==> config.mk <==
export PLATFORM = sky130hd
export DESIGN_NAME = wb_pri_arbiter
export DESIGN_NICKNAME = d
export VERILOG_FILES = /design/src/common/soc_bus_pkg.sv /design/src/rtl/wb_pri_arbiter.sv
export SDC_FILE = /design/constraint.sdc
export NUM_CORES = 1
export LEC_CHECK = 0
export BUFFER_PORTS_ARGS = -buffer_cell sky130_fd_sc_hd__buf_2
export CORE_AREA = 8 8 115 117
export CTS_BUF_LIST = sky130_fd_sc_hd__clkbuf_4 sky130_fd_sc_hd__clkbuf_8
export DETAILED_ROUTE_END_ITERATION = 10
export DIE_AREA = 0 0 123 125
export SYNTH_ARGS = -nofsm -noshare
export SYNTH_HDL_FRONTEND = slang
export SYNTH_SLANG_ARGS = --single-unit
export TNS_END_PERCENT = 10
==> constraint.sdc <==
create_clock -name i_clk -period 1.3 [get_ports i_clk]
set_input_delay 0.065 -clock i_clk [delete_from_list [all_inputs] [get_ports i_clk]]
set_output_delay 0.065 -clock i_clk [all_outputs]
set_load 0.005 [all_outputs]
==> src/common/soc_bus_pkg.sv <==
package soc_bus_pkg;

    // bus widths
    localparam int WB_AW = 30;
    localparam int WB_DW = 32;
    localparam int WB_SW = 4;

    typedef logic [WB_AW-1:0] wb_addr_t;
    typedef logic [WB_DW-1:0] wb_data_t;
    typedef logic [WB_SW-1:0] wb_sel_t;

    // master side of a pipelined wishbone port
    typedef struct packed {
        logic     cyc;
        logic     stb;
        logic     we;
        wb_addr_t adr;
        wb_data_t dat;
        wb_sel_t  sel;
    } wb_req_t;

    // slave side, read data shared by all masters
    typedef struct packed {
        logic     ack;
        logic     stall;
        logic     err;
        wb_data_t dat;
    } wb_rsp_t;

    // top word address bits pick an 8 MB region
    localparam int MAP_REGION_MSB = 29;
    localparam int MAP_REGION_LSB = 21;
    localparam int MAP_REGION_W   = MAP_REGION_MSB - MAP_REGION_LSB + 1;

    typedef logic [MAP_REGION_W-1:0] wb_region_t;

    localparam wb_region_t REGION_RAM = wb_region_t'(0);
    localparam wb_region_t REGION_SYS = wb_region_t'(1);

    // ram aliases every 2**RAM_AW words
    localparam int RAM_AW = 10;

    // system info register offsets, low word address bits
    localparam int REG_OFF_W = 4;

    typedef logic [REG_OFF_W-1:0] reg_off_t;

    localparam reg_off_t REG_ID       = 4'h0;
    localparam reg_off_t REG_SCRATCH  = 4'h1;
    localparam reg_off_t REG_ERR_ADDR = 4'h2;
    localparam reg_off_t REG_POWER    = 4'h3;
    localparam reg_off_t REG_IRQ      = 4'h4;

    // build identifier
    localparam wb_data_t SYS_ID = 32'h2019_1028;

endpackage

==> src/rtl/wb_pri_arbiter.sv <==
`timescale 1ns/100ps

module wb_pri_arbiter (
    input  logic                 i_clk,
    input  logic                 reset,
    input  soc_bus_pkg::wb_req_t i_a_req,
    input  soc_bus_pkg::wb_req_t i_b_req,
    input  soc_bus_pkg::wb_rsp_t i_rsp,
    output soc_bus_pkg::wb_req_t o_req,
    output soc_bus_pkg::wb_rsp_t o_a_rsp,
    output soc_bus_pkg::wb_rsp_t o_b_rsp
);
    import soc_bus_pkg::*;

    // high while port b owns the bus
    logic    r_owner_b;
    logic    owner_cyc;
    logic    grant_b;
    wb_req_t req_mux;

    assign owner_cyc = r_owner_b ? i_b_req.cyc : i_a_req.cyc;

    // owner keeps the bus for its whole cycle
    // on an idle bus port a wins over port b
    assign grant_b = owner_cyc ? r_owner_b : (!i_a_req.cyc && i_b_req.cyc);

    always_ff @(posedge i_clk) begin
        if (reset) begin
            r_owner_b <= 1'b0;
        end else begin
            r_owner_b <= grant_b;
        end
    end

    assign req_mux = grant_b ? i_b_req : i_a_req;

    // nothing leaves the arbiter without a live cyc
    always_comb begin
        o_req     = req_mux;
        o_req.stb = req_mux.cyc && req_mux.stb;
    end

    // responses go to the owner only while the other side waits on stall
    always_comb begin
        o_a_rsp       = i_rsp;
        o_a_rsp.ack   = i_rsp.ack && !grant_b;
        o_a_rsp.err   = i_rsp.err && !grant_b;
        o_a_rsp.stall = i_rsp.stall || grant_b;

        o_b_rsp       = i_rsp;
        o_b_rsp.ack   = i_rsp.ack && grant_b;
        o_b_rsp.err   = i_rsp.err && grant_b;
        o_b_rsp.stall = i_rsp.stall || !grant_b;
    end

    // a single bus response is never delivered twice
    assert property (@(posedge i_clk) disable iff (reset)
        !(o_a_rsp.ack && o_b_rsp.ack));

    // responses only come back while the receiving master holds cyc
    assert property (@(posedge i_clk) disable iff (reset)
        (o_a_rsp.ack || o_a_rsp.err) |-> i_a_req.cyc);

    assert property (@(posedge i_clk) disable iff (reset)
        (o_b_rsp.ack || o_b_rsp.err) |-> i_b_req.cyc);

endmodule

[Yosys cells after proc, flatten, opt, wreduce, memory -nomap -nowiden]
Cells that the tools add are included.
Storage, ports and cells
  register bits after elaboration: 1
  output and inout bits: 139
  logic and storage cells: 14
Cells by class
  muxes and demuxes: 3
  reductions and logical operators: 10
Operator list (number)
  two-way mux 69 bit: 1
  logical AND 1 bit: 6
  zero test 1 bit: 2
  logical OR 1 bit: 2
  two-way mux 1 bit: 2

[Longest topological paths before layout]
  word-level depth: 5
  mapped depth: 5

[Least setup slack after synthesis]
Ideal clock, no wire load.
  path type: flip-flop to output port
  from: register r_owner_b
  to: output port o_req[65] (netlist name)
  arrival: 1.102 ns
  required time: 1.235 ns
  setup slack: 0.133 ns
  stages on the path, launching flop included: 5
  path buffers: 2
  cell sequence: dfxtp_1 o21ai_4 buf_6 buf_6 mux2_1
RTL lines
  start, declared: line wb_pri_arbiter.sv:16  | logic r_owner_b;
  start signal, assigned: line wb_pri_arbiter.sv:31  | r_owner_b <= grant_b;
  end, declared: line wb_pri_arbiter.sv:9  | output soc_bus_pkg::wb_req_t o_req,

==> results.cfg <==
[status]
status = complete, but fails checks
violations = setup timing

[finish]
drive_gt1_share_pct = 96.21
n_antenna_cell = 0
nNetsFinal = 494
largest_register_ffs = 1
largest-register = r_owner_b
area_delta_synth_final_pct = 88.11
largestRegisters = r_owner_b: 1 flops
fillers = 1185
multi_input_area_um2 = 1040
seqCellArea_um2 = 21.27
stdcell_area_um2 = 3029

[power_and_ir_drop]
p_per_area_nw_per_um2 = 400.0
power.leakage_uw = 0.001734
peakVddDrop_v = 0.0001739

[timing]
worst_pin_slew_ns = 0.1693
setup_ws_ns = -0.07462
maxSlewViolCount = 0
min_period_ns = 1.375
setup_viol = 61
skew_ns = 0
post-route-period-util_pct = 105.7
hold_viol = 0
rsz0062_at_grt = true
max_freq_ghz = 0.7275
slew_headroom_pct = 88.67

[critical_path]
critPathArrivalTime_ns = 1.31
critPathLaunchType = register
worstSetupEndpointType = output port
crit_type = reg2out
cp_max_fo = 7
reg2reg_slack_ns = 0.34
critPathRequiredTime_ns = 1.24

[yosys]
dominantRegCellSynth = dfxtp_1
yosysTopAreaCell = mux2_4
synth.distinct_cells = 17
yosys.area_share.adder_pct = 0
async_flop_share_pct = 0
synth.area.top_cells = mux2_4, buf_4, mux2_2, buf_12, buf_6
synthMuxAreaShare_pct = 56.18
synth_edf_count = 0
synth_seq_area_share_pct = 1.243
synth_top_family_by_area = multiplexers
synth_fp_nets = 331
ys_warn_count = 0
synth_xor_area_share_pct = 0
synth_compound_area_share_pct = 1.321
synth_commonest_cells = buf_4, mux2_4, mux2_2, buf_12
synth_top_area_share_pct = 37.30
avgSynthCellArea_um2 = 10.32
synthSimpleGateAreaFrac_pct = 3.186
yosysMostFrequentCell = buf_4
synth_seq_cells = 1
mappedNetlistArea_um2 = 1610
netlist_instances = 156

[global_routing]
grt_pass1_wl_um = 10870
grt_pass1_vias = 2016
grt_max_degree = 25
grt_usage_pct = 8.831
antenna_found_initial = 1
overflow = 0

[cts]
clk_pin_slew_ns = 0
clock_latency_ns = 0

[placed_design]
gp_congestion = 0.7366
placed_cell_area_um2 = 2317
dpl_worst_slack_ns = -0.1198
hpwl_um = 6024
port_buffers = 217

[floorplan]
die_h_um = 125
coreArea_um2 = 11610
start_util_pct = 13.87
io_pins = 314
num_rows = 40
fp.dieArea_um2 = 15380
die_w_um = 123

[drt]
wl_per_cell_um = 16.94
first_iter_violations = 20
routed_wl_um = 7858
vias_per_cell = 3.692
first_pass_iters = 4
drc_errors = 0
ant_nets = 0
routed-via-count = 1713

[flow_run]
drv_cap = 0

[worst_hold_path]
min_path_type = in2out
cells in the final DEF (no fill, tap or decap), drive strengths merged:
master  synthesis  final
mux2           67     67
dfxtp           1      1
inv             4      4
nand2           1      1
nand3           1      1
o21ai           2      2
buf            72    233
nand2b          1      1
nor2            3      3
or2             2      2
and2            2      2
routing by layer:
layer  track usage [%]  routed length [um]  up-vias
li1                  -                   -      789
met1             7.672                2378      734
met2             17.76                4063      177
met3             4.590                1341       11
met4            0.6378                  60        2
met5                 0                  13        -
worst paths after layout:
| check | startpoint | end | cells past startpoint |
|---|---|---|---|
| worst max-delay path | r_owner_b$_SDFF_PP0_ | o_req[36] | 6 |
| worst min-delay path | i_rsp[23] | o_b_rsp[23] | 0 |
| worst max register to register | r_owner_b$_SDFF_PP0_ | r_owner_b$_SDFF_PP0_ | 4 |
| worst min register to register | r_owner_b$_SDFF_PP0_ | r_owner_b$_SDFF_PP0_ | 4 |
power breakdown:
part | switching (uW) | internal, uW | total (uW)
combinational | 370 | 807 | 1180
sequential | 1.39 | 33.2 | 34.6
clock | 0 | 0 | 0
logic make-up after synthesis:
group	after synthesis
buf+inv	76
mux	67
flops	1
compound gates	2
simple gates	10
final cells by class:
class,count,share of cell area [%]
sequential,1,0.7022
multi-input combinational,79,34.32
timing repair buffer,233,58.41
inverter,4,0.4957
tap,147,6.072
worst max-delay path, cell delays in order, from the launching register on:
cell	delay, ns
dfxtp_2	0.31
o21ai_4	0.17
buf_12	0.13
buf_12	0.13
buf_16	0.14
mux2_4	0.30
buf_6	0.12
repair_timing:
item                                    CTS  global route
gates resized for setup                  73            20
hold buffers                              0             0
buffers inserted                          6             0
cloned                                    7             0
pin swaps                                 1             1
endpoints found under the setup margin   67            69
through the flow:
stage                     utilization [%]  TNS, ns  total power, uW  hold WS (ns)  instances
after floorplan                         -        0            602.7        0.1374        156
after global placement              19.96   -2.367            831.1        0.1301        451
after detailed placement            19.96   -4.011            840.5        0.1301        451
after CTS                           25.27   -5.685             1177        0.1301        464
after global routing                26.09   -6.049             1289        0.1300        464
final                               26.09   -2.997             1212        0.1300        464
(Power assumes the default switching activity.)
