===== src/common/soc_bus_pkg.sv =====
package soc_bus_pkg;

    // bus widths
    localparam int WB_AW = 30;
    localparam int WB_DW = 32;
    localparam int WB_SW = 4;

    typedef logic [WB_AW-1:0] wb_addr_t;
    typedef logic [WB_DW-1:0] wb_data_t;
    typedef logic [WB_SW-1:0] wb_sel_t;

    // master side of a pipelined wishbone port
    typedef struct packed {
        logic     cyc;
        logic     stb;
        logic     we;
        wb_addr_t adr;
        wb_data_t dat;
        wb_sel_t  sel;
    } wb_req_t;

    // slave side, read data shared by all masters
    typedef struct packed {
        logic     ack;
        logic     stall;
        logic     err;
        wb_data_t dat;
    } wb_rsp_t;

    // top word address bits pick an 8 MB region
    localparam int MAP_REGION_MSB = 29;
    localparam int MAP_REGION_LSB = 21;
    localparam int MAP_REGION_W   = MAP_REGION_MSB - MAP_REGION_LSB + 1;

    typedef logic [MAP_REGION_W-1:0] wb_region_t;

    localparam wb_region_t REGION_RAM = wb_region_t'(0);
    localparam wb_region_t REGION_SYS = wb_region_t'(1);

    // ram aliases every 2**RAM_AW words
    localparam int RAM_AW = 10;

    // system info register offsets, low word address bits
    localparam int REG_OFF_W = 4;

    typedef logic [REG_OFF_W-1:0] reg_off_t;

    localparam reg_off_t REG_ID       = 4'h0;
    localparam reg_off_t REG_SCRATCH  = 4'h1;
    localparam reg_off_t REG_ERR_ADDR = 4'h2;
    localparam reg_off_t REG_POWER    = 4'h3;
    localparam reg_off_t REG_IRQ      = 4'h4;

    // build identifier
    localparam wb_data_t SYS_ID = 32'h2019_1028;

endpackage


===== src/periph/periph_decode.sv =====
`timescale 1ns/100ps

module periph_decode (
    input  logic                  i_clk,
    input  logic                  reset,
    input  soc_bus_pkg::wb_req_t  i_req,
    input  logic                  i_ram_ack,
    input  soc_bus_pkg::wb_data_t i_ram_dat,
    input  logic                  i_sys_ack,
    input  soc_bus_pkg::wb_data_t i_sys_dat,
    output soc_bus_pkg::wb_rsp_t  o_rsp,
    output soc_bus_pkg::wb_req_t  o_ram_req,
    output soc_bus_pkg::wb_req_t  o_sys_req,
    output logic                  o_err_strobe,
    output soc_bus_pkg::wb_addr_t o_err_addr
);
    import soc_bus_pkg::*;

    wb_region_t region;
    logic       ram_sel;
    logic       sys_sel;
    logic       none_sel;
    logic       r_ack;
    logic       r_err;
    wb_data_t   r_dat;

    assign region   = i_req.adr[MAP_REGION_MSB:MAP_REGION_LSB];
    assign ram_sel  = (region == REGION_RAM);
    assign sys_sel  = (region == REGION_SYS);
    assign none_sel = !ram_sel && !sys_sel;

    // each slave only sees its own strobes
    always_comb begin
        o_ram_req     = i_req;
        o_ram_req.stb = i_req.stb && ram_sel;
        o_sys_req     = i_req;
        o_sys_req.stb = i_req.stb && sys_sel;
    end

    // unmapped strobe, address is latched on the edge that raises err
    assign o_err_strobe = i_req.stb && none_sel;
    assign o_err_addr   = i_req.adr;

    always_ff @(posedge i_clk) begin
        if (reset) begin
            r_ack <= 1'b0;
            r_err <= 1'b0;
        end else begin
            r_ack <= i_ram_ack || i_sys_ack;
            r_err <= o_err_strobe;
        end
    end

    // return data, system registers first
    always_ff @(posedge i_clk) begin
        if (i_sys_ack) begin
            r_dat <= i_sys_dat;
        end else if (i_ram_ack) begin
            r_dat <= i_ram_dat;
        end else begin
            r_dat <= '0;
        end
    end

    // no slave stalls, so the bus never does
    assign o_rsp = '{ack: r_ack, stall: 1'b0, err: r_err, dat: r_dat};

    // a slave ack and a decode error never collide
    assert property (@(posedge i_clk) disable iff (reset)
        !(o_rsp.ack && o_rsp.err));

endmodule


===== config.mk =====
export PLATFORM = sky130hd
export DESIGN_NAME = periph_decode
export DESIGN_NICKNAME = d
export VERILOG_FILES = /design/src/common/soc_bus_pkg.sv /design/src/periph/periph_decode.sv
export SDC_FILE = /design/constraint.sdc
export NUM_CORES = 1
export LEC_CHECK = 0
export BUFFER_PORTS_ARGS = -buffer_cell sky130_fd_sc_hd__buf_2
export CAP_MARGIN = 10
export CORE_AREA = 2 2 131 133
export DETAILED_ROUTE_END_ITERATION = 6
export DIE_AREA = 0 0 133 135
export GPL_TIMING_DRIVEN = 0
export PLACE_DENSITY_LB_ADDON = 0.08
export SYNTH_ARGS = -nofsm -noshare
export SYNTH_HDL_FRONTEND = slang
export SYNTH_SLANG_ARGS = --single-unit

===== constraint.sdc =====
create_clock -name i_clk -period 1.2 [get_ports i_clk]
set_clock_uncertainty 0.15 [all_clocks]
set_input_delay 0.24 -clock i_clk [delete_from_list [all_inputs] [get_ports i_clk]]
set_output_delay 0.24 -clock i_clk [all_outputs]
set_load 0.1 [all_outputs]

# Word-level counts from Yosys, hierarchy flattened
# Cells that the tools add are included.
[op_classes]
n_reduce_logical = 8
eq_ne = 1
muxes = 2
[ops]
columns = ["op", "n"]
rows = [
  ["two-way mux 32 bit", 2],
  ["== test 9 x 1 -> 1 bit (second input constant)", 1],
  ["zero test 9 bit", 1],
  ["logical AND 1 bit", 4],
  ["zero test 1 bit", 2],
  ["logical OR 1 bit", 1],
]
[totals]
reg_bits = 34
output_inout_bits = 204
input_bits = 137

# Longest topological paths before layout
[logic_depth]
word_depth = 4
depth_mapped = 4
ltp_nobuf = 2

# Worst setup path after synthesis
# No wires, ideal clock.
[synth_path]
kind = "input -> output"
startpoint = "in i_req[58] (netlist bit)"
endpoint = "out o_err_strobe"
required_time_ns = 0.810
arrival_ns = 2.471
setup_slack_ns = -1.661
cell_stages = 2
cell_sequence = "nor4_2 > a21boi_0"
[synth_via]
elab_chain_len = 4
[synth_lines]
columns = ["item", "line_no", "rtl"]
rows = [
  ["start: declaration", "periph_decode.sv:6", "input soc_bus_pkg::wb_req_t i_req,"],
  ["== test 9 x 1 -> 1 bit / zero test 9 bit (equally long branches)", "periph_decode.sv:29, periph_decode.sv:28", ""],
  ["zero test 1 bit", "periph_decode.sv:30", "assign none_sel = !ram_sel && !sys_sel;"],
  ["logical AND 1 bit *", "periph_decode.sv:30", ""],
  ["logical AND 1 bit *", "periph_decode.sv:41", "assign o_err_strobe = i_req.stb && none_sel;"],
  ["end: declaration", "periph_decode.sv:14", "output logic o_err_strobe,"],
]
# Every way passes the cells marked *; elsewhere a longest branch is shown, timed or not.

==> run summary <==
The run finished, with violations left. The checks that failed: setup timing. The share of Yosys cell area claimed by the top area cell type works out to 0.533. The routed layout has 2,533 vias.

Summing all multi-input logic gate instances after layout gives 407 um2. The path type of the worst min-delay path is in2reg. The run gives 1150 ps as the worst path arrival time. The run gives 2 as the initial antenna violation count. The final hold slack is 11.7 ps, and the number of warnings issued by yosys is 0. Maximum fanout along the worst path: 4. The run gives 0.652 as the worst slew margin relative to its limit.

For the total routed wirelength, the log shows 10.3 mm. For the footprint of the flip-flops and latches, the log shows 723 um2. The post-detailed-route via-to-cell ratio was 3.31. The most common cell in the synthesized netlist is buf_4. The number of buffers created by CTS was 5. Sort of element at the start of the critical path: a primary input. The width of the die was 133 um; the final critical-path setup slack was -341 ps. At the placement stage, the worst setup path has a slack of -735 ps.

The final worst-path cycle share is 1.28, and the buffer levels on the longest clock path is 2. The slew at the pin with the worst max-slew slack is 526 ps. Counting instances in the post-synthesis netlist gives the leading cell types as 169 x buf_4, 34 x dfxtp_1, 31 x a22o_1, 4 x buf_6, 3 x buf_2. The proportion of layout cells with a drive suffix above 1 was 0.926; the number of nets with antenna violations after routing was 0. Clock-pin slew was measured on the worst setup and hold paths at 60 ps. The worst-case IR drop observed on VDD is 0.593 mV. The congestion estimate from routability-driven global placement came to 0.727.

The critical path in this run is classified as in2out. STA classifies the critical path endpoint as an output port. In this run the tool buffered the top-level ports with 279 buffer cells. The total iterations of the first detailed-routing run is 4, and the leakage power summed over all cells is 2.70 nW.

Entering global routing, the biggest net connects 12 pins. For the utilization after layout, the log shows 0.302. By area the synthesized netlist is led by buf_4 53%, dfxtp_1 29%, a22o_1 11%. The number of placed instances, taps included, is 754. The final count of hold timing violations was 0. The tree is rooted in a clkbuf_16. The count of mapped cells out of synthesis is 255, and the height of the die is 135 um. In this run the mean area of a mapped cell was 9.34 um2. The via count of the first global-routing pass came out at 2,532. In the final routed layout, each cell accounts on average for 13.5 um. The floorplan has 47 rows.

The final cell count without fillers was 765. The violation count after the first detailed-route iteration is 31, and the total nets after synthesis is 392. The H-tree was split into 2 levels. The area growth from synthesis to layout is 108%. The core region is 16,400 um2. The initial standard-cell utilization of the core was 0.145; the post-synthesis instance area was 2380 um2. Share of flip-flops with an asynchronous set or reset: 0. Among all flip-flop cells after synthesis, the most frequent one is dfxtp_1. The total power density per cell area was 1390 nW/um2. The die area came out at 18,000 um2. Subtracting the final worst setup slack from the clock period gives 1540 ps. The synthesized netlist contains 16 unique library cells.

The number of buffers and inverters on the critical path is 2. The overflow left after global routing is 0. The highest-delay cell along the critical path is nor4_4. The critical path goes through buf_2 -> nor4_4 -> and4b_4 -> buf_12. The wire-length estimate of the detail-placed layout is 9.13 mm.

Static timing analysis puts the maximum clock frequency at 649 MHz. During I/O placement, the number of pins put on the boundary was 341. The number of clock sinks seen by CTS was 34. TritonCTS built the clock tree.

The combined global-route utilization of all metal layers came out at 0.104. Setup violations remaining at the end of the flow were counted as 3. The logs give 0 for the number of max-slew violations in the final report and 0.286 for the sequential-to-total area share from yosys stat. The first global-routing pass estimated 14.1 mm of wire. The synthesized design spends more area on one cell type than any other, namely buf_4. The final net count is 680, and the synthesis-stage register bit count is 34. The data required time of the critical path was 810 ps.

The number of flops mapped to enable cells by yosys is 0, and the final routed DRC violation total is 0. Fill cells in the final layout number 1,747. Max-cap violations in this run came to 0.

The family of cells with the greatest summed delay on the critical path was simple AND/OR/NAND/NOR gates. Setup repair after global routing could not meet its margin everywhere. For this run, the slowest stage of the critical path takes 310 ps.
-- layer usage --
layer / track usage / up-vias / share of wire
met3: 0.0428 / 5 / 0.11
met1: 0.0827 / 1126 / 0.27
met5: 0 / - / 0
li1: - / 1238 / -
met2: 0.227 / 164 / 0.61
met4: 0.0269 / 0 / 0.0092
-- cells by family (layout without fill, tap and decap cells) --
| group | count (synthesis) | in the layout | share of synthesized area |
|---|---|---|---|
| other cells | 1 | 2 | 0.00157 |
| compound gates | 34 | 34 | 0.121 |
| flops | 34 | 34 | 0.286 |
| simple gates | 10 | 10 | 0.0331 |
| buf+inv | 176 | 465 | 0.558 |
-- through the flow --
stage | area [um2] | power [mW] | TNS (ps)
after floorplan | 2460 | 4.69 | -658
after global routing | 4950 | 7.11 | -1370
after detailed placement | 4130 | 5.23 | -4380
after CTS | 4940 | 7.01 | -1040
final | 4950 | 6.89 | -949
after global placement | 4130 | 5.24 | -4330
-- flip-flops by register name, indices dropped and copies added (netlist names) --
| name | flops |
|---|---|
| r_dat | 32 |
| r_ack | 1 |
| r_err | 1 |
-- tightest hold or removal path, cell delays in order --
cell     delay [ps]
buf_2            80
nand2_1          40
o21ai_0          60
-- worst paths after layout --
kind / start / end / slack, ps / cells past startpoint
max: i_req[59] / o_ram_req[67] / -340 / 4
min: i_sys_dat[15] / r_dat[15] / 10 / 3
-- layout by cell type, fill, tap and decap left out --
cell           instances
buf_2                216
buf_4                194
buf_12                37
dfxtp_2               34
a22o_1                31
buf_6                  8
clkbuf_16              5
nand2_1                2
nor4_4                 2
nor2_1                 2
diode_2                1
o21ai_0                1
nor2b_4                1
and4b_4                1
and4_4                 1
a21boi_4               1
nand2b_1               1
a21oi_1                1
conb_1                 1
clkinv_2               1
clkinvlp_4             1
clkbuf_8               1
dlygate4sd3_1          1
buf_8                  1
-- timing repair --
| item | CTS | global route |
|---|---|---|
| endpoints found under the hold margin | 1 | 0 |
| hold buffers | 1 | 0 |
| setup endpoints to repair | 64 | 35 |
| pin swaps | 3 | 1 |
| buffers inserted | 3 | 0 |
| gates resized for setup | 182 | 3 |
| cloned | 0 | 0 |
-- where the power goes --
group          switching, mW  internal [mW]  total (mW)  leakage [nW]
combinational           3.18           1.07        4.25          2.33
sequential            0.0674           1.24        1.30         0.291
clock                  0.514          0.822        1.34        0.0729
total                   3.76           3.13        6.89          2.70
-- layout make-up --
type | instances | share of cell area
diodes | 1 | 0.000505
plain buffers | 174 | 0.265
clock buffers | 6 | 0.0280
clock inverters | 2 | 0.00253
multi-input cells | 45 | 0.0821
flip-flops and latches | 34 | 0.146
well taps | 220 | 0.0556
repair buffers | 283 | 0.420
Power figures use the tool's default switching activity.
