==> src/common/soc_bus_pkg.sv <==
package soc_bus_pkg;

    // bus widths
    localparam int WB_AW = 30;
    localparam int WB_DW = 32;
    localparam int WB_SW = 4;

    typedef logic [WB_AW-1:0] wb_addr_t;
    typedef logic [WB_DW-1:0] wb_data_t;
    typedef logic [WB_SW-1:0] wb_sel_t;

    // master side of a pipelined wishbone port
    typedef struct packed {
        logic     cyc;
        logic     stb;
        logic     we;
        wb_addr_t adr;
        wb_data_t dat;
        wb_sel_t  sel;
    } wb_req_t;

    // slave side, read data shared by all masters
    typedef struct packed {
        logic     ack;
        logic     stall;
        logic     err;
        wb_data_t dat;
    } wb_rsp_t;

    // top word address bits pick an 8 MB region
    localparam int MAP_REGION_MSB = 29;
    localparam int MAP_REGION_LSB = 21;
    localparam int MAP_REGION_W   = MAP_REGION_MSB - MAP_REGION_LSB + 1;

    typedef logic [MAP_REGION_W-1:0] wb_region_t;

    localparam wb_region_t REGION_RAM = wb_region_t'(0);
    localparam wb_region_t REGION_SYS = wb_region_t'(1);

    // ram aliases every 2**RAM_AW words
    localparam int RAM_AW = 10;

    // system info register offsets, low word address bits
    localparam int REG_OFF_W = 4;

    typedef logic [REG_OFF_W-1:0] reg_off_t;

    localparam reg_off_t REG_ID       = 4'h0;
    localparam reg_off_t REG_SCRATCH  = 4'h1;
    localparam reg_off_t REG_ERR_ADDR = 4'h2;
    localparam reg_off_t REG_POWER    = 4'h3;
    localparam reg_off_t REG_IRQ      = 4'h4;

    // build identifier
    localparam wb_data_t SYS_ID = 32'h2019_1028;

endpackage

==> src/periph/sys_info_regs.sv <==
`timescale 1ns/100ps

module sys_info_regs (
    input  logic                  i_clk,
    input  logic                  reset,
    input  soc_bus_pkg::wb_req_t  i_req,
    input  logic                  i_err_strobe,
    input  soc_bus_pkg::wb_addr_t i_err_addr,
    output logic                  o_ack,
    output soc_bus_pkg::wb_data_t o_dat,
    output logic                  o_irq
);
    import soc_bus_pkg::*;

    reg_off_t offset;
    wb_data_t r_scratch;
    wb_data_t r_power;
    wb_addr_t r_err_addr;

    assign offset = i_req.adr[REG_OFF_W-1:0];

    // single cycle slave, never stalls
    always_ff @(posedge i_clk) begin
        if (reset) begin
            o_ack <= 1'b0;
        end else begin
            o_ack <= i_req.stb;
        end
    end

    // scratch takes the full word, sel is ignored
    always_ff @(posedge i_clk) begin
        if (i_req.stb && i_req.we && offset == REG_SCRATCH) begin
            r_scratch <= i_req.dat;
        end
    end

    always_ff @(posedge i_clk) begin
        if (reset) begin
            o_irq <= 1'b0;
        end else if (i_req.stb && i_req.we && offset == REG_IRQ) begin
            o_irq <= i_req.dat[0];
        end
    end

    // last faulting word address from the decoder
    always_ff @(posedge i_clk) begin
        if (reset) begin
            r_err_addr <= '0;
        end else if (i_err_strobe) begin
            r_err_addr <= i_err_addr;
        end
    end

    // counts from power up, top bit sticks once reached
    always_ff @(posedge i_clk) begin
        if (reset) begin
            r_power <= '0;
        end else if (!r_power[WB_DW-1]) begin
            r_power <= r_power + 1'b1;
        end else begin
            r_power[WB_DW-2:0] <= r_power[WB_DW-2:0] + 1'b1;
        end
    end

    always_ff @(posedge i_clk) begin
        if (i_req.stb) begin
            case (offset)
                REG_ID:       o_dat <= SYS_ID;
                REG_SCRATCH:  o_dat <= r_scratch;
                REG_ERR_ADDR: o_dat <= {r_err_addr, 2'b00};
                REG_POWER:    o_dat <= r_power;
                REG_IRQ:      o_dat <= {{(WB_DW-1){1'b0}}, o_irq};
                default:      o_dat <= '0;
            endcase
        end
    end

endmodule

==> config.mk <==
export PLATFORM = sky130hd
export DESIGN_NAME = sys_info_regs
export DESIGN_NICKNAME = d
export VERILOG_FILES = /design/src/common/soc_bus_pkg.sv /design/src/periph/sys_info_regs.sv
export SDC_FILE = /design/constraint.sdc
export NUM_CORES = 1
export LEC_CHECK = 0
export BUFFER_PORTS_ARGS = -buffer_cell sky130_fd_sc_hd__buf_2
export CORE_ASPECT_RATIO = 0.9
export CORE_MARGIN = 3
export CORE_UTILIZATION = 30
export CTS_CLUSTER_SIZE = 25
export DETAILED_ROUTE_END_ITERATION = 10
export GPL_TIMING_DRIVEN = 0
export PLACE_DENSITY = 0.53
export SLEW_MARGIN = 10
export SYNTH_ARGS = -nofsm -noshare
export SYNTH_HDL_FRONTEND = slang
export SYNTH_SLANG_ARGS = --single-unit
==> constraint.sdc <==
create_clock -name i_clk -period 7.35 [get_ports i_clk]
set_clock_uncertainty 0.15 [all_clocks]
set_input_delay 0.3675 -clock i_clk [delete_from_list [all_inputs] [get_ports i_clk]]
set_output_delay 0.3675 -clock i_clk [all_outputs]
set_load 0.03 [all_outputs]
Word-level counts from Yosys, hierarchy flattened
Cells that the tools add are included.
- add/subtract/negate cells: 2
- eq/ne operators: 4
- mux-type cells: 3
- reductions and logical operators: 4
- operator list (kind ; count):
    32-bit case mux with 5 select lines ; 1
    32-bit by 1-bit adder with 32-bit output, second input constant ; 1
    31-bit by 1-bit adder with 31-bit output, second input constant ; 1
    31-bit 2-to-1 mux ; 1
    4-bit by 2-bit equality test with 1-bit output, second input constant ; 2
    4-bit by 1-bit equality test with 1-bit output, second input constant ; 1
    4-bit by 3-bit equality test with 1-bit output, second input constant ; 1
    4-bit logical NOT ; 1
    1-bit logical AND ; 3
    1-bit 2-to-1 mux ; 1
- register bits: 128
- input port bits: 102
- output and inout port bits: 34
- logic and storage cells: 19

Logic depth before layout (Yosys ltp)
- depth in word-level cells: 2
- depth in mapped cells: 7
- depth with buffers taken out: 5

Worst setup path before layout
OpenSTA, ideal clock, no wires.
- kind: input to register
- start point: input port i_req[37] (netlist bit)
- end point: register r_scratch[0] (enable)
- setup time: 0.461 ns
- arrival time: 3.033 ns
- slack: 3.705 ns
- stages: 3
- path buffers: 2
- cell sequence: clkbuf_1 -> buf_2 -> nor3_1
- word-level cells in the longest chain between the ends: 2
- ends and longest elaborated chain (item ; line ; text):
    start, declared ; sys_info_regs.sv:6 ; input soc_bus_pkg::wb_req_t i_req,
    4-bit by 1-bit equality test with 1-bit output ; sys_info_regs.sv:33 ; if (i_req.stb && i_req.we && offset == REG_SCRATCH) begin
    1-bit logical AND ; sys_info_regs.sv:33 ;
    end signal, assigned ; sys_info_regs.sv:34 ; r_scratch <= i_req.dat;
    end, declared ; sys_info_regs.sv:16 ; wb_data_t r_scratch;
Every way passes these cells.
A chain may end at the register's enable or synchronous reset.

Worst setup path in the final report
- start point: input port i_req[67] (netlist bit)
- end point: register r_scratch[31] (enable)
- word-level cells in the longest chain between the ends: 2
- ends and longest elaborated chain (item ; line):
    1-bit logical AND (2 in series) ; sys_info_regs.sv:33
Every way passes these cells.

==> results_dict.tcl <==
set metrics [dict create \
    status "finished, final reports clean" \
    core-area_mm2 0.0172 \
    drtAntennaViolNets 0 \
    grt_pass1_wl_um 23000 \
    rows 45 \
    wl_per_cell_um 17.1 \
    yosys_most_used_dff "edfxtp_1" \
    critPathMaxStageDelay_ns 0.68 \
    yosysSeqAreaShare_pct 59.9 \
    peakVddDrop_v 0.000130 \
    crit_top_cell "buf_4" \
    gp_congestion 0.824 \
    drc 0 \
    reg2reg_depth 7 \
    worst_setup_path_end_kind "flop" \
    overflow 0 \
    cp_max_fo 34 \
    maxCapViolCount 0 \
    drtIter0Drc 231 \
    cts_setup_buffers 0 \
    clk_latency_ns 0.41 \
    syn_area_mm2 0.00535 \
    synth_nets 563 \
    drv_slew 0 \
    clock-sinks 128 \
    layout.nets 717 \
    yosysUniqueCellTypes 38 \
    cp.depth 6 \
    crit_slowest_cell "buf_2" \
    powerDensity_mw_per_mm2 251 \
    tns_ns 0 \
    critPathLaunchType "input pin" \
    ys_warn_count 0 \
    grt_max_degree 35 \
    antenna_found_initial 0 \
    syn_area_per_cell_um2 11.6 \
    initial_utilization_pct 31.1 \
    cts_max_path_buffers 2 \
    wirelength_um 14700 \
    portBuffers 101 \
    grt_pass1_vias 4265 \
    rsz0062_at_grt "false" \
    critPathBufInv 4 \
    n_fill_cell 1660 \
    avgViaCountPerCell 4.88 \
    path_delay_family "buffers and inverters" \
    tightest_slew_ns 0.943 \
    async_flop_share_pct 0 \
    cts_tree "done" \
    hold_class "in -> reg" \
    required_ns 7.32 \
    antenna_cells 0 \
    worstSetupPathType "in -> reg" \
    worstPathCellList "buf_2 > nand2_1 > nor3_2 > buf_4 > buf_6 > buf_4" \
    slew_headroom_pct 37.1 \
    final_util_pct 41.3 \
    fmax_ghz 0.385 \
    fin_crit_sh_pct 35.4 \
    mostFrequentLayoutCells "buf_2, nor2_1, dfxtp_1, edfxtp_1, mux2i_1" \
    clk_pin_slew_worst_paths_ns 0.06 \
    grt_use_total_pct 15.2 \
    die_area_mm2 0.0195 \
    p_leak_nw 2.72 \
    report.final.hold_viol_count 0 \
    syn_to_final_growth_pct 32.8 \
    dp_hpwl_um 10300 \
    final_layout_size_suffix_gt1_share_pct 27.4 \
    io_pins 136 \
    cts_root_buf "clkbuf_16" \
    synth-edff-count 64 \
    cp.arrival_ns 2.57 \
    die_w_um 147 \
    numCtsBuffers 17 \
    period_minus_slack_ns 2.60 \
    vias 4209 \
    hold_depth 1 \
    synth_cells 460 \
    synth-seq-cells 128 \
    htree_num_levels 4 \
    setup_viol 0 \
    fp.dieH_um 133 \
    final_common_cell "buf_2" \
    drt_first_pass_iters 4 \
]
[Yosys cell counts, types with 3 or more instances]
master,count,area [um2]
nor2b_1,3,18.8
or2_2,3,18.8
edfxtp_1,64,1920
xor2_1,6,52.6
clkbuf_1,22,82.6
and4_1,5,43.8
nand2_1,8,30.0
mux2_2,23,259
or3_1,5,31.3
and2_1,4,25.0
buf_1,6,22.5
inv_1,5,18.8
or4_1,14,105
mux2i_1,40,400
buf_2,3,15.0
dfxtp_1,64,1280
a22oi_1,23,173
nor2_1,68,255
nand3_1,8,40.0
o21ai_0,13,65.1
o31ai_1,13,97.6
nand4_1,12,75.1
xnor2_1,4,35.0
a21oi_1,26,130
[power breakdown]
group | switching [W] | internal (W)
registers | 0.0000106 | 0.000772
clock network | 0.000332 | 0.000538
logic | 0.0000756 | 0.0000554
[logic make-up (layout without fill, tap and decap cells)]
| logic type | after synthesis | after routing | synth area share, % |
|---|---|---|---|
| compound gates | 77 | 77 | 8.94 |
| xor+xnor | 10 | 10 | 1.64 |
| flops | 128 | 128 | 59.9 |
| fa+ha+maj | 1 | 1 | 0.234 |
| mux | 63 | 63 | 12.3 |
| simple gates | 142 | 142 | 13.8 |
| buf+inv | 39 | 206 | 3.16 |
[worst reg2reg max path, stage by stage (launching register included)]
cell	delay, ns
dfxtp_1	0.43
nand4_1	0.17
or2_2	0.31
clkbuf_1	0.24
clkbuf_1	0.29
clkbuf_1	0.31
o31ai_1	0.32
a21oi_1	0.10
[repair_timing]
action | CTS | global route
resized for setup | 0 | 0
hold buffers | 31 | 0
endpoints found under the hold margin | 31 | 0
[metal layers]
layer | share of wire (%) | track usage, % | wire, um | up-vias
met5 | 0 | 0 | 0 | -
met1 | 49 | 21.9 | 7240 | 2029
li1 | - | - | - | 2018
met2 | 43 | 22.4 | 6350 | 147
met3 | 6.5 | 3.70 | 951 | 15
met4 | 1.2 | 4.96 | 183 | 0
[through the flow]
| step | cells | worst slack [ns] | cell area (um2) | total power (W) | hold slack [ns] |
|---|---|---|---|---|---|
| 6_report | 862 | 4.75 | 7100 | 0.00178 | 0.0272 |
| 5_1_grt | 862 | 4.56 | 7100 | 0.00185 | 0.00812 |
| 4_1_cts | 862 | 4.69 | 7100 | 0.00180 | 0.00666 |
| 3_5_place_dp | 799 | 4.27 | 6180 | 0.000916 | 0.328 |
| 3_3_place_gp | 796 | 1.60 | 6140 | 0.000913 | 0.318 |
| 2_1_floorplan | 460 | 3.71 | 5350 | 0.000863 | 0.287 |
[state kept, by name (all words and copies together), names as in the netlist]
signal,cells
o_irq,1
o_dat,32
r_err_addr,30
r_scratch,32
r_power,32
o_ack,1
[area by class of cell]
class / count / area [um2] / area share (%)
sequential: 128 / 3200 / 45.1
clock inverter: 15 / 185 / 2.61
clock buffer: 17 / 425 / 5.99
multi-input combinational: 293 / 1980 / 27.9
timing repair buffer: 135 / 842 / 11.9
inverter: 5 / 18.8 / 0.264
buffer: 34 / 150 / 2.12
tap: 235 / 294 / 4.14
[worst paths after layout]
path | slack, ns | startpoint | endpoint
max | 4.75 | i_req[67] | r_scratch[31]$_DFFE_PP_
min | 0.03 | i_req[21] | r_scratch[17]$_DFFE_PP_
max reg2reg | 4.90 | r_power[13]$_SDFF_PP0_ | r_power[28]$_SDFF_PP0_
min reg2reg | 0.34 | r_err_addr[1]$_SDFFE_PP0P_ | r_err_addr[1]$_SDFFE_PP0P_
No activity file was read; power rests on OpenSTA's default activity.
